==> src/logic/if_pkg.sv <==
package if_pkg;

  ////////////////////////////////////////////////////////////////////////////
  // Widths
  ////////////////////////////////////////////////////////////////////////////

  // Data and address width of the core
  localparam int xlen = 32;

  // Upper bits of the trap vector base from the CSR block
  localparam int mtvec_base_width = 25;

  // Interrupt index used for vectored trap entry
  localparam int irq_index_width = 5;

  ////////////////////////////////////////////////////////////////////////////
  // Fetch depth
  ////////////////////////////////////////////////////////////////////////////

  // Words in flight on the bus plus words held in the fetch buffer
  localparam int fetch_depth = 3;

  // Wide enough to hold 0 up to fetch_depth
  localparam int fetch_cnt_width = 2;

  ////////////////////////////////////////////////////////////////////////////
  // PC source and reset values
  ////////////////////////////////////////////////////////////////////////////

  // Source of the next fetch address on a redirect
  typedef enum logic [3:0] {
    pc_boot     = 4'd0,
    pc_jump     = 4'd1,
    pc_branch   = 4'd2,
    pc_mret     = 4'd3,
    pc_trap_exc = 4'd4,
    pc_trap_irq = 4'd5,
    pc_trap_dbg = 4'd6
  } pc_src_e;

  // addi x0, x0, 0
  localparam logic [xlen-1:0] nop_instr = 32'h0000_0013;

endpackage

==> src/logic/fetch_entry_if.sv <==
`timescale 1ns/1ps

// Fetched words from the prefetcher into the fetch buffer
interface fetch_entry_if;

  // Push strobe, no ready since space is guaranteed by credit
  logic                                valid;
  logic [if_pkg::xlen-1:0]             addr;
  logic [if_pkg::xlen-1:0]             rdata;
  logic                                err;
  // Redirect empties the buffer
  logic                                flush;
  // Free slots reported back to the prefetcher
  logic [if_pkg::fetch_cnt_width-1:0]  free_cnt;

  modport producer (output valid, addr, rdata, err, flush, input free_cnt);

  modport consumer (input valid, addr, rdata, err, flush, output free_cnt);

endinterface

==> src/logic/pc_select.sv <==
`timescale 1ns/1ps

module pc_select (
  input  if_pkg::pc_src_e                      pc_src_i,
  input  logic [if_pkg::xlen-1:0]              boot_addr_i,
  input  logic [if_pkg::xlen-1:0]              jump_target_i,
  input  logic [if_pkg::xlen-1:0]              branch_target_i,
  input  logic [if_pkg::xlen-1:0]              mepc_i,
  input  logic [if_pkg::xlen-1:0]              dm_halt_addr_i,
  input  logic [if_pkg::mtvec_base_width-1:0]  mtvec_addr_i,
  input  logic [if_pkg::irq_index_width-1:0]   irq_index_i,
  output logic [if_pkg::xlen-1:0]              target_o
);

  // Redirect target mux
  // Every target leaves here word aligned
  always_comb begin
    target_o = {boot_addr_i[if_pkg::xlen-1:2], 2'b00};
    case (pc_src_i)
      if_pkg::pc_boot: begin
        target_o = {boot_addr_i[if_pkg::xlen-1:2], 2'b00};
      end
      if_pkg::pc_jump: begin
        target_o = {jump_target_i[if_pkg::xlen-1:2], 2'b00};
      end
      if_pkg::pc_branch: begin
        target_o = {branch_target_i[if_pkg::xlen-1:2], 2'b00};
      end
      // Return from trap restores mepc
      if_pkg::pc_mret: begin
        target_o = {mepc_i[if_pkg::xlen-1:2], 2'b00};
      end
      // All exceptions enter at the vector base
      if_pkg::pc_trap_exc: begin
        target_o = {mtvec_addr_i, 7'h00};
      end
      // Interrupts are vectored by index
      if_pkg::pc_trap_irq: begin
        target_o = {mtvec_addr_i, irq_index_i, 2'b00};
      end
      if_pkg::pc_trap_dbg: begin
        target_o = {dm_halt_addr_i[if_pkg::xlen-1:2], 2'b00};
      end
      default: begin
        target_o = {boot_addr_i[if_pkg::xlen-1:2], 2'b00};
      end
    endcase
  end

endmodule

==> src/logic/prefetch_unit.sv <==
`timescale 1ns/1ps

module prefetch_unit (
  input  logic                     clk,
  input  logic                     rst_n,
  input  logic                     pc_set_i,
  input  logic [if_pkg::xlen-1:0]  target_i,
  output logic                     instr_req_o,
  output logic [if_pkg::xlen-1:0]  instr_addr_o,
  input  logic                     instr_gnt_i,
  input  logic                     instr_rvalid_i,
  input  logic [if_pkg::xlen-1:0]  instr_rdata_i,
  input  logic                     instr_err_i,
  fetch_entry_if.producer          fetch,
  output logic                     busy_o
);

  // Fetching starts with the first redirect
  logic                                active_q;
  // Address on the bus, or the next one to request
  logic [if_pkg::xlen-1:0]             addr_q;
  // Redirect waiting behind a request that is not yet granted
  logic                                redir_pend_q;
  logic [if_pkg::xlen-1:0]             redir_addr_q;
  // Granted requests without response
  logic [if_pkg::fetch_cnt_width-1:0]  out_cnt_q;
  logic [if_pkg::fetch_cnt_width-1:0]  out_cnt_n;
  // Stale responses still to drop
  logic [if_pkg::fetch_cnt_width-1:0]  discard_q;
  logic [if_pkg::fetch_cnt_width-1:0]  discard_n;
  // Address queue for granted requests
  logic [if_pkg::xlen-1:0]             addr_queue [if_pkg::fetch_depth];
  logic [if_pkg::fetch_cnt_width-1:0]  wr_ptr_q;
  logic [if_pkg::fetch_cnt_width-1:0]  rd_ptr_q;
  logic                                gnt_acc;
  logic                                req_hold;
  logic                                stale_resp;

  ////////////////////////////////////////////////////////////////////////////
  // Bus request
  ////////////////////////////////////////////////////////////////////////////

  // Credit check keeps outstanding plus buffered words within the depth
  // A held request stays up on its own since credit never shrinks meanwhile
  assign instr_req_o  = active_q && (redir_pend_q || (out_cnt_q < fetch.free_cnt));
  assign instr_addr_o = addr_q;
  assign gnt_acc      = instr_req_o && instr_gnt_i;
  // Request is committed to the bus for the next cycle
  assign req_hold     = instr_req_o && !instr_gnt_i;

  always_ff @(posedge clk or negedge rst_n) begin
    if (!rst_n) begin
      active_q     <= 1'b0;
      addr_q       <= '0;
      redir_pend_q <= 1'b0;
      redir_addr_q <= '0;
    end else if (pc_set_i) begin
      active_q <= 1'b1;
      if (req_hold) begin
        // Old request finishes first, then the target goes out
        redir_pend_q <= 1'b1;
        redir_addr_q <= target_i;
      end else begin
        redir_pend_q <= 1'b0;
        addr_q       <= target_i;
      end
    end else if (gnt_acc) begin
      if (redir_pend_q) begin
        redir_pend_q <= 1'b0;
        addr_q       <= redir_addr_q;
      end else begin
        // Sequential word fetch
        addr_q <= addr_q + if_pkg::xlen'(4);
      end
    end
  end

  ////////////////////////////////////////////////////////////////////////////
  // Outstanding and discard counters
  ////////////////////////////////////////////////////////////////////////////

  assign stale_resp = (discard_q != '0);
  assign out_cnt_n  = out_cnt_q + if_pkg::fetch_cnt_width'(gnt_acc)
                      - if_pkg::fetch_cnt_width'(instr_rvalid_i);

  always_comb begin
    discard_n = discard_q;
    if (pc_set_i) begin
      // Everything granted so far is stale
      discard_n = out_cnt_n;
    end else begin
      if (instr_rvalid_i && stale_resp) begin
        discard_n = discard_n - if_pkg::fetch_cnt_width'(1);
      end
      // Held request granted after its redirect
      if (gnt_acc && redir_pend_q) begin
        discard_n = discard_n + if_pkg::fetch_cnt_width'(1);
      end
    end
  end

  always_ff @(posedge clk or negedge rst_n) begin
    if (!rst_n) begin
      out_cnt_q <= '0;
      discard_q <= '0;
      wr_ptr_q  <= '0;
      rd_ptr_q  <= '0;
    end else begin
      out_cnt_q <= out_cnt_n;
      discard_q <= discard_n;
      if (gnt_acc) begin
        wr_ptr_q <= (wr_ptr_q == if_pkg::fetch_cnt_width'(if_pkg::fetch_depth - 1)) ?
                    '0 : wr_ptr_q + 1'b1;
      end
      // Every response pops, kept or dropped
      if (instr_rvalid_i) begin
        rd_ptr_q <= (rd_ptr_q == if_pkg::fetch_cnt_width'(if_pkg::fetch_depth - 1)) ?
                    '0 : rd_ptr_q + 1'b1;
      end
    end
  end

  always_ff @(posedge clk) begin
    if (gnt_acc) begin
      addr_queue[wr_ptr_q] <= addr_q;
    end
  end

  ////////////////////////////////////////////////////////////////////////////
  // Push into fetch buffer
  ////////////////////////////////////////////////////////////////////////////

  // Response in a redirect cycle is stale too
  assign fetch.valid = instr_rvalid_i && !stale_resp && !pc_set_i;
  assign fetch.addr  = addr_queue[rd_ptr_q];
  assign fetch.rdata = instr_rdata_i;
  assign fetch.err   = instr_err_i;
  assign fetch.flush = pc_set_i;

  assign busy_o = (out_cnt_q != '0);

  // Outstanding plus buffered words stay within the depth
  a_credit_bound: assert property (@(posedge clk) disable iff (!rst_n)
    int'(out_cnt_q) + if_pkg::fetch_depth - int'(fetch.free_cnt) <= if_pkg::fetch_depth);

  // Bus request holds until granted
  a_req_stable: assert property (@(posedge clk) disable iff (!rst_n)
    req_hold |=> instr_req_o && $stable(instr_addr_o));

endmodule

==> src/logic/fetch_buffer.sv <==
`timescale 1ns/1ps

module fetch_buffer (
  input  logic                     clk,
  input  logic                     rst_n,
  fetch_entry_if.consumer          fetch,
  input  logic                     halt_i,
  output logic                     valid_o,
  output logic [if_pkg::xlen-1:0]  addr_o,
  output logic [if_pkg::xlen-1:0]  rdata_o,
  output logic                     err_o,
  input  logic                     ready_i
);

  // Entry storage
  logic [if_pkg::xlen-1:0]             addr_mem [if_pkg::fetch_depth];
  logic [if_pkg::xlen-1:0]             data_mem [if_pkg::fetch_depth];
  logic [if_pkg::fetch_depth-1:0]      err_mem;
  logic [if_pkg::fetch_cnt_width-1:0]  wr_ptr_q;
  logic [if_pkg::fetch_cnt_width-1:0]  rd_ptr_q;
  logic [if_pkg::fetch_cnt_width-1:0]  count_q;
  logic                                push;
  logic                                pop;

  // Flush wins over a push in the same cycle
  assign push = fetch.valid && !fetch.flush;
  assign pop  = valid_o && ready_i;

  assign fetch.free_cnt = if_pkg::fetch_cnt_width'(if_pkg::fetch_depth) - count_q;

  // Head entry, nothing leaves while halted
  assign valid_o = (count_q != '0) && !halt_i;
  assign addr_o  = addr_mem[rd_ptr_q];
  assign rdata_o = data_mem[rd_ptr_q];
  assign err_o   = err_mem[rd_ptr_q];

  always_ff @(posedge clk or negedge rst_n) begin
    if (!rst_n) begin
      wr_ptr_q <= '0;
      rd_ptr_q <= '0;
      count_q  <= '0;
    end else if (fetch.flush) begin
      wr_ptr_q <= '0;
      rd_ptr_q <= '0;
      count_q  <= '0;
    end else begin
      if (push) begin
        wr_ptr_q <= (wr_ptr_q == if_pkg::fetch_cnt_width'(if_pkg::fetch_depth - 1)) ?
                    '0 : wr_ptr_q + 1'b1;
      end
      if (pop) begin
        rd_ptr_q <= (rd_ptr_q == if_pkg::fetch_cnt_width'(if_pkg::fetch_depth - 1)) ?
                    '0 : rd_ptr_q + 1'b1;
      end
      count_q <= count_q + if_pkg::fetch_cnt_width'(push) - if_pkg::fetch_cnt_width'(pop);
    end
  end

  always_ff @(posedge clk) begin
    if (push) begin
      addr_mem[wr_ptr_q] <= fetch.addr;
      data_mem[wr_ptr_q] <= fetch.rdata;
      err_mem[wr_ptr_q]  <= fetch.err;
    end
  end

  // Prefetcher credit must keep a slot free for every push
  a_no_push_full: assert property (@(posedge clk) disable iff (!rst_n)
    push |-> count_q != if_pkg::fetch_cnt_width'(if_pkg::fetch_depth));

endmodule

==> src/logic/if_id_register.sv <==
`timescale 1ns/1ps

module if_id_register (
  input  logic                     clk,
  input  logic                     rst_n,
  input  logic                     valid_i,
  input  logic [if_pkg::xlen-1:0]  addr_i,
  input  logic [if_pkg::xlen-1:0]  rdata_i,
  input  logic                     err_i,
  output logic                     ready_o,
  input  logic                     id_ready_i,
  output logic                     id_valid_o,
  output logic [if_pkg::xlen-1:0]  id_instr_o,
  output logic [if_pkg::xlen-1:0]  id_pc_o,
  output logic                     id_bus_err_o,
  output logic                     id_abort_o
);

  // Abort reasons, only the bus error for now
  logic abort_n;

  assign abort_n = err_i;

  // Take a word only when decode can accept
  assign ready_o = id_ready_i;

  ////////////////////////////////////////////////////////////////////////////
  // Pipeline register
  ////////////////////////////////////////////////////////////////////////////

  always_ff @(posedge clk or negedge rst_n) begin
    if (!rst_n) begin
      id_valid_o   <= 1'b0;
      id_instr_o   <= if_pkg::nop_instr;
      id_pc_o      <= '0;
      id_bus_err_o <= 1'b0;
      id_abort_o   <= 1'b0;
    end else if (id_ready_i) begin
      if (valid_i) begin
        id_valid_o   <= 1'b1;
        id_instr_o   <= rdata_i;
        id_pc_o      <= addr_i;
        id_bus_err_o <= err_i;
        id_abort_o   <= abort_n;
      end else begin
        // Bubble into decode
        id_valid_o <= 1'b0;
      end
    end
  end

  // Decode sees a frozen word while it stalls
  a_hold_stall: assert property (@(posedge clk) disable iff (!rst_n)
    id_valid_o && !id_ready_i |=>
      $stable({id_valid_o, id_instr_o, id_pc_o, id_bus_err_o, id_abort_o}));

endmodule

==> src/logic/if_stage.sv <==
`timescale 1ns/1ps

module if_stage (
  input  logic                                 clk,
  input  logic                                 rst_n,

  // Redirect targets
  input  logic [if_pkg::xlen-1:0]              boot_addr_i,
  input  logic [if_pkg::xlen-1:0]              jump_target_i,
  input  logic [if_pkg::xlen-1:0]              branch_target_i,
  input  logic [if_pkg::xlen-1:0]              mepc_i,
  input  logic [if_pkg::mtvec_base_width-1:0]  mtvec_addr_i,
  input  logic [if_pkg::irq_index_width-1:0]   irq_index_i,
  input  logic [if_pkg::xlen-1:0]              dm_halt_addr_i,

  // Controller
  input  logic                                 pc_set_i,
  input  if_pkg::pc_src_e                      pc_src_i,
  input  logic                                 halt_if_i,

  // Instruction bus
  output logic                                 instr_req_o,
  output logic [if_pkg::xlen-1:0]              instr_addr_o,
  input  logic                                 instr_gnt_i,
  input  logic                                 instr_rvalid_i,
  input  logic [if_pkg::xlen-1:0]              instr_rdata_i,
  input  logic                                 instr_err_i,

  // Decode stage
  input  logic                                 id_ready_i,
  output logic                                 id_valid_o,
  output logic [if_pkg::xlen-1:0]              id_instr_o,
  output logic [if_pkg::xlen-1:0]              id_pc_o,
  output logic                                 id_bus_err_o,
  output logic                                 id_abort_o,

  // Status
  output logic                                 if_busy_o,
  output logic                                 csr_mtvec_init_o
);

  logic [if_pkg::xlen-1:0]  target;
  logic                     buf_valid;
  logic [if_pkg::xlen-1:0]  buf_addr;
  logic [if_pkg::xlen-1:0]  buf_rdata;
  logic                     buf_err;
  logic                     buf_ready;

  // Prefetcher to buffer link
  fetch_entry_if fetch_bus ();

  // CSR block loads mtvec on boot
  assign csr_mtvec_init_o = pc_set_i && (pc_src_i == if_pkg::pc_boot);

  ////////////////////////////////////////////////////////////////////////////
  // Address select, prefetch, buffer, IF/ID
  ////////////////////////////////////////////////////////////////////////////

  pc_select pc_select_i (
    .pc_src_i        (pc_src_i),
    .boot_addr_i     (boot_addr_i),
    .jump_target_i   (jump_target_i),
    .branch_target_i (branch_target_i),
    .mepc_i          (mepc_i),
    .dm_halt_addr_i  (dm_halt_addr_i),
    .mtvec_addr_i    (mtvec_addr_i),
    .irq_index_i     (irq_index_i),
    .target_o        (target)
  );

  prefetch_unit prefetch_unit_i (
    .clk            (clk),
    .rst_n          (rst_n),
    .pc_set_i       (pc_set_i),
    .target_i       (target),
    .instr_req_o    (instr_req_o),
    .instr_addr_o   (instr_addr_o),
    .instr_gnt_i    (instr_gnt_i),
    .instr_rvalid_i (instr_rvalid_i),
    .instr_rdata_i  (instr_rdata_i),
    .instr_err_i    (instr_err_i),
    .fetch          (fetch_bus.producer),
    .busy_o         (if_busy_o)
  );

  fetch_buffer fetch_buffer_i (
    .clk     (clk),
    .rst_n   (rst_n),
    .fetch   (fetch_bus.consumer),
    .halt_i  (halt_if_i),
    .valid_o (buf_valid),
    .addr_o  (buf_addr),
    .rdata_o (buf_rdata),
    .err_o   (buf_err),
    .ready_i (buf_ready)
  );

  if_id_register if_id_register_i (
    .clk          (clk),
    .rst_n        (rst_n),
    .valid_i      (buf_valid),
    .addr_i       (buf_addr),
    .rdata_i      (buf_rdata),
    .err_i        (buf_err),
    .ready_o      (buf_ready),
    .id_ready_i   (id_ready_i),
    .id_valid_o   (id_valid_o),
    .id_instr_o   (id_instr_o),
    .id_pc_o      (id_pc_o),
    .id_bus_err_o (id_bus_err_o),
    .id_abort_o   (id_abort_o)
  );

endmodule

==> config.mk <==
export PLATFORM = sky130hd
export DESIGN_NAME = if_stage
export DESIGN_NICKNAME = d
export VERILOG_FILES = /design/src/logic/if_pkg.sv /design/src/logic/fetch_entry_if.sv /design/src/logic/pc_select.sv /design/src/logic/prefetch_unit.sv /design/src/logic/fetch_buffer.sv /design/src/logic/if_id_register.sv /design/src/logic/if_stage.sv
export SDC_FILE = /design/constraint.sdc
export NUM_CORES = 1
export LEC_CHECK = 0
export BUFFER_PORTS_ARGS = -buffer_cell sky130_fd_sc_hd__buf_4
export CORE_MARGIN = 3
export CORE_UTILIZATION = 38
export DETAILED_ROUTE_END_ITERATION = 8
export HOLD_SLACK_MARGIN = 0.06
export PLACE_DENSITY = 0.65
export SLEW_MARGIN = 20
export SYNTH_ARGS = -nofsm -noshare
export SYNTH_HDL_FRONTEND = slang
export SYNTH_SLANG_ARGS = --single-unit
==> constraint.sdc <==
create_clock -name clk -period 22 [get_ports clk]
set_input_delay 2.2 -clock clk [delete_from_list [all_inputs] [get_ports clk]]
set_output_delay 2.2 -clock clk [all_outputs]
set_load 0.02 [all_outputs]
# --- Yosys cells after proc, flatten, opt, wreduce, memory -nomap -nowiden ---
# Memory sizes are Yosys's and may differ from the RTL's. A register that Yosys moved wholly into a read port is not among the register bits.
# Cells that the tools add are included.
totals:
  reg_bits: 85
  latch_bits: 0
  ram_bits: 288
  mem_bits_ro: 0
  input_bits: 234
  out_inout_bits: 102
  wordCells: 104
  mem_count: 3
memory_table:
  columns: ["name", "words", "width", "rd", "rd_ports_with_merged_regs", "write_ports", "line", "rtl"]
  rows:
  - ["fetch_buffer_i.addr_mem", 3, 32, 1, 1, 1, "fetch_buffer.sv:16", "logic [if_pkg::xlen-1:0] addr_mem [if_pkg::fetch_depth];"]
  - ["fetch_buffer_i.data_mem", 3, 32, 1, 1, 1, "fetch_buffer.sv:17", "logic [if_pkg::xlen-1:0] data_mem [if_pkg::fetch_depth];"]
  - ["prefetch_unit_i.addr_queue", 3, 32, 1, 0, 1, "prefetch_unit.sv:32", "logic [if_pkg::xlen-1:0] addr_queue [if_pkg::fetch_depth];"]
op_classes:
  addsub: 12
  multipliers: 0
  div: 0
  n_lt_le_gt_ge: 4
  n_eq_ne: 11
  n_shift: 0
  mux: 31
  bitwise_logic: 0
  reduce_logical: 29
ops:
  columns: ["operator", "count"]
  rows:
  - ["32-bit case mux with 6 select lines", 1]
  - ["32-bit two-way mux", 4]
  - ["32-bit by 3-bit adder with 32-bit output, second input constant", 1]
  - ["2-bit two-way mux", 13]
  - ["4-bit by 3-bit == test with 1-bit output, second input constant", 3]
  - ["1-bit logical AND", 12]
  - ["2-bit nonzero test", 6]
  - ["2-bit by 1-bit adder with 2-bit output, second input constant", 5]
  - ["1-bit two-way mux", 10]
  - ["2-bit == test, second input constant", 4]
  - ["4-bit by 2-bit == test with 1-bit output, second input constant", 2]
  - ["1-bit zero test", 6]
  - ["2-bit by 3-bit < comparator with 1-bit output, second input constant", 2]
  - ["2-bit AND reduction", 3]
  - ["2-bit by 1-bit adder with 2-bit output", 2]
  - ["4-bit by 1-bit == test with 1-bit output, second input constant", 1]
  - ["4-bit zero test", 1]
  - ["2-bit by 1-bit subtractor with 2-bit output", 2]
  - ["3-bit bitwise mux", 1]
  - ["1-bit binary-select mux with 2-bit select", 1]
  - ["1-bit demux with 2-bit select", 1]
  - ["2-bit by 1-bit >= comparator with 1-bit output, second input constant", 1]
  - ["2-bit < comparator", 1]
  - ["2-bit inequality test, second input constant", 1]
  - ["other kinds (3)", 3]

# --- Logic depth before layout (Yosys ltp) ---
logic_depth:
  depth_word: 8
  depth_mapped: 10
  mapped_depth_nobuf: 9

# --- Modules after synthesis ---
# A second synthesis with hierarchy kept.
unflattened:
  hier_cells: 1514
  area_unflattened_um2: 19775.2
by_module_without_submodules:
  columns: ["module", "n_inst", "cells_each", "area_per_inst_um2", "seq_area_each_um2"]
  rows:
  - ["prefetch_unit", 1, 653, 7937.6, 4734.5]
  - ["fetch_buffer", 1, 448, 7589.8, 6005.8]
  - ["if_id_register", 1, 143, 2627.5, 1655.3]
  - ["pc_select", 1, 268, 1601.5, 0.0]
  - ["if_stage", 1, 2, 18.8, 0.0]

# --- Least setup slack after synthesis ---
# Ideal clock, no wire load.
synth_path:
  path_kind: "input to register"
  from: "input pc_set_i"
  to: "memory fetch_buffer_i.addr_mem[1][10] in the netlist's numbering (enable)"
  setup_ps: 661
  arrival_time_ps: 9094
  t_required_ps: 21339
  slack_ps: 12245
  path_stages: 3
  path_buffers: 2
  cell_sequence: "buf_2 > clkbuf_1 > nor4b_1"
synth_via:
  elab_chain_cells: 5
synth_lines:
  columns: ["element", "line", "rtl"]
  rows:
  - ["from (decl)", "if_stage.sv:17", "input logic pc_set_i,"]
  - ["1-bit zero test (*)", "prefetch_unit.sv:134, fetch_buffer.sv:26", null]
  - ["1-bit logical AND", "prefetch_unit.sv:134", "assign fetch.valid = instr_rvalid_i && !stale_resp && !pc_set_i;"]
  - ["1-bit logical AND (*)", "fetch_buffer.sv:26", "assign push = fetch.valid && !fetch.flush;"]
  - ["1-bit two-way mux (*)", "fetch_buffer.sv:60", "if (push) begin"]
  - ["1-bit two-way mux (not written as such) (*)", "fetch_buffer.sv:61", "addr_mem[wr_ptr_q] <= fetch.addr;"]
  - ["to (decl)", "fetch_buffer.sv:16", null]
# Every way passes the cells marked *; elsewhere a longest branch is shown, timed or not.

# --- Worst setup path in the final report ---
layout_path:
  from: "input pc_src_i[2]"
  to: "output csr_mtvec_init_o"
layout_via:
  elab_chain_cells: 2
layout_lines:
  columns: ["element", "line", "rtl"]
  rows:
  - ["from (decl)", "if_stage.sv:18", "input if_pkg::pc_src_e pc_src_i,"]
  - ["4-bit zero test", "if_stage.sv:53", "assign csr_mtvec_init_o = pc_set_i && (pc_src_i == if_pkg::pc_boot);"]
  - ["1-bit logical AND", "if_stage.sv:53", null]
  - ["to (decl)", "if_stage.sv:39", "output logic csr_mtvec_init_o"]
# No other way between the ends.

==> out/qor.yml <==
status:
  outcome: "completed"
synthesis:
  syn_area_sq_um: 18000
  synth_cell_types: 76
  synthAdderAreaFrac_pct: 0.486
  synth-edff-count: 279
  syn_inst: 1453
  avgSynthCellArea_sq_um: 12.4
  muxShareOfSynthArea_pct: 5.76
  yosysWarnings: 0
  ys_ff_latch: 419
  synth_xor_xnor_area_share_pct: 1.51
  synth_top_family_by_area: "compound AO/OA/AOI/OAI gates"
  yosys.area_share.simple_pct: 10.1
  synth_ff_type: "edfxtp_1"
  yosysSeqAreaShare_pct: 65.9
  synth_compound_area_share_pct: 13.2
  synthArstFlopShare_pct: 33.4
sta:
  fin_ws_ps: 16710
  final_hold_viol_count: 0
  rsz0062_at_grt: "no"
  setup_viol: 0
  fin_tns_setup_ps: 0
  tightest_slew_ps: 1110
  fin_skew_ps: 14.3
  max_freq_mhz: 189
  maxSlewViolCount: 0
  maxSlewHeadroom_pct: 25.9
  finalCriticalPeriod_ps: 5290
  finalCritPeriodShare_pct: 24.0
grt:
  grt_usage_pct: 18.9
  grt_pass1_vias: 12400
  antenna_found_initial: 3
  grt_max_degree: 88
  grt_overflow_total: 0
  grt_pass1_wl_mm: 73.1
worst_setup_path:
  cp.depth: 5
  rrSetupSlack_ps: 19230
  critPathLaunch: "pc_src_i[2]"
  crit_path_frequent_cell: "buf_4"
  crit_required_ps: 19800
  end_kind: "primary output"
  path_cells: "buf_4 > nor2_1 > nand2_1 > nor3_1 > buf_4"
  criticalPathCategory: "input pin to primary output"
  r2r_end: "prefetch_unit_i.addr_queue[0][25]"
  cp_max_fo: 47
  cp_slowest_cell: "buf_4"
  cp_num_buf_inv: 2
  r2r_cells: 5
  critical_path_arrival_ps: 3090
  start_kind: "input pin"
  max_stage_delay_ps: 260
  crit_family: "buffers and inverters"
  reg2reg_from: "fetch_buffer_i.count_q[1]"
power:
  total_power_mw: 2.71
  ir_drop_mv: 0.0512
  power.density_nw_per_um2: 121
  power_leakage_nw: 8.81
hold_path:
  min_path_type: "register to register"
  min_path_cells: 2
  worstHoldStart: "prefetch_unit_i.redir_addr_q[8]"
  worstHoldEndpoint: "prefetch_unit_i.redir_addr_q[8]"
clock_tree:
  cts_tree: "done"
  clk_path_buf_depth: 3
  clk_latency_ps: 550
  post-cts-setup-buffers: 0
  holdBufCountCts: 0
  cts-resized-gates: 0
  cts.htree.levels: 2
  clock-root-buffer: "clkbuf_16"
  cts_buffers: 43
  cts.sinks: 419
  cts.clk_slew.worst_paths_ps: 60
cells_and_area:
  nets: 1989
  layout-drive-gt1-share_pct: 25.8
  final_util_pct: 47.8
  syn2layout_area_growth_pct: 24.0
  regArea_sq_um: 11900
  multi_input_area_sq_um: 5680
  n_fill_cell: 4163
  final_cells: 2390
placed_design:
  dp_slack_ps: 16740
  dp_hpwl_mm: 33.3
  io_buffers: 321
  place_congestion: 0.894
  dp_cells: 2310
floorplan:
  die_area_sq_um: 50100
  core-area_sq_um: 46800
  pin_count: 336
  initial_utilization_pct: 38.6
  die_h_um: 224
  rows: 79
  die_width_um: 224
routing:
  dr_total_vias: 12600
  drt_iter0_markers: 999
  first_pass_iters: 7
  ant_nets: 0
  drt-vias-per-instance: 5.26
  drc_errors: 0
  wire_per_inst_um: 20.4
  wl_mm: 48.7
flow_run:
  drv_cap: 0
==> stage by stage <==
stage | hold slack (ps) | cell area [sq um]
3_3_place_gp | 454 | 21000
6_report | 464 | 22400
2_1_floorplan | 439 | 18000
5_1_grt | 492 | 22400
3_5_place_dp | 457 | 21000
4_1_cts | 471 | 22400
==> how the worst max path moves through the flow <==
stage and endpoint:
2_1_floorplan fetch_buffer_i.addr_mem[1][10], 3_3_place_gp csr_mtvec_init_o, 3_5_place_dp csr_mtvec_init_o, 4_1_cts csr_mtvec_init_o, 5_1_grt csr_mtvec_init_o, 6_report csr_mtvec_init_o
==> power breakdown <==
| group | leakage (nW) | internal [mW] | total (mW) | switching [mW] |
|---|---|---|---|---|
| logic | 3.86 | 0.306 | 0.762 | 0.456 |
| registers | 4.27 | 1.09 | 1.25 | 0.161 |
| clock network | 0.677 | 0.412 | 0.703 | 0.291 |
==> final cells by class <==
class / instances / share of cell area, %
antenna: 2 / 0.0224
clock buffer: 55 / 5.25
clock inverter: 23 / 0.834
inverter: 22 / 0.369
multi-input combinational: 919 / 25.4
sequential: 419 / 53.2
tap: 607 / 3.40
timing repair buffer: 343 / 11.5
==> layer usage <==
metal  up-vias  wire length [um]  GRT usage (%)
met5         -                 0              0
met1      6046             20000           23.3
met4         0              1960           7.97
met2       463             23800           32.7
met3        96              2970           3.71
li1       5963                 -              -
==> logic make-up after synthesis <==
family                   count (synthesis)
AND/OR/NAND/NOR                        398
flip-flops                             419
AO/OA/AOI/OAI                          377
adder cells (fa/ha/maj)                  7
buffers and inverters                  118
multiplexers                           102
other                                    1
XOR/XNOR                                31
==> registers in the layout, indices dropped and copies added (netlist names) <==
signal	count
fetch_buffer_i.addr_mem	90
fetch_buffer_i.count_q	2
fetch_buffer_i.data_mem	96
fetch_buffer_i.err_mem	3
fetch_buffer_i.rd_ptr_q	2
fetch_buffer_i.wr_ptr_q	2
if_id_register_i.id_abort_o	1
if_id_register_i.id_instr_o	32
if_id_register_i.id_pc_o	30
if_id_register_i.id_valid_o	1
prefetch_unit_i.active_q	1
prefetch_unit_i.addr_queue	90
prefetch_unit_i.discard_q	2
prefetch_unit_i.instr_addr_o	30
prefetch_unit_i.out_cnt_q	2
prefetch_unit_i.rd_ptr_q	2
prefetch_unit_i.redir_addr_q	30
prefetch_unit_i.redir_pend_q	1
prefetch_unit_i.wr_ptr_q	2
==> cells in the mapped netlist, types with 4 or more instances <==
master / number / area [sq um]
nor2_1: 114 / 428
buf_4: 11 / 82.6
a221oi_1: 9 / 78.8
buf_2: 28 / 140
buf_1: 8 / 30.0
a221o_1: 15 / 150
o22ai_1: 4 / 25.0
nand2b_1: 6 / 37.5
edfxtp_1: 279 / 8380
o2bb2ai_1: 5 / 43.8
o22a_1: 4 / 35.0
mux2i_1: 95 / 951
xnor2_1: 18 / 158
a22oi_1: 43 / 323
nor2b_1: 10 / 62.6
a21o_1: 4 / 30.0
inv_1: 21 / 78.8
ha_1: 7 / 87.6
xor2_1: 13 / 114
nand3_1: 22 / 110
a31oi_1: 4 / 25.0
a222oi_1: 14 / 140
o21ai_0: 136 / 681
mux2_2: 4 / 45.0
clkbuf_1: 46 / 173
dfrtp_1: 137 / 3430
a21oi_1: 92 / 460
nand2_1: 189 / 709
o211ai_1: 14 / 105
and3_1: 6 / 37.5
o21ai_1: 7 / 35.0
nor3_1: 12 / 60.1
==> layout by cell type, fill, tap and decap left out, drive strengths merged, types with 25 or more instances in the layout <==
cell,instances
edfxtp,279
nand3,25
o21ai,144
nor2,115
mux2i,97
a22oi,43
a21oi,92
clkbuf,55
nand2,190
buf,343
dfrtp,137
==> worst min-delay path, cell delays in order (launching register included) <==
cell     delay [ps]
dfrtp_1         340
nand2_1          50
nand2_1          50
(Power assumes the default switching activity.)
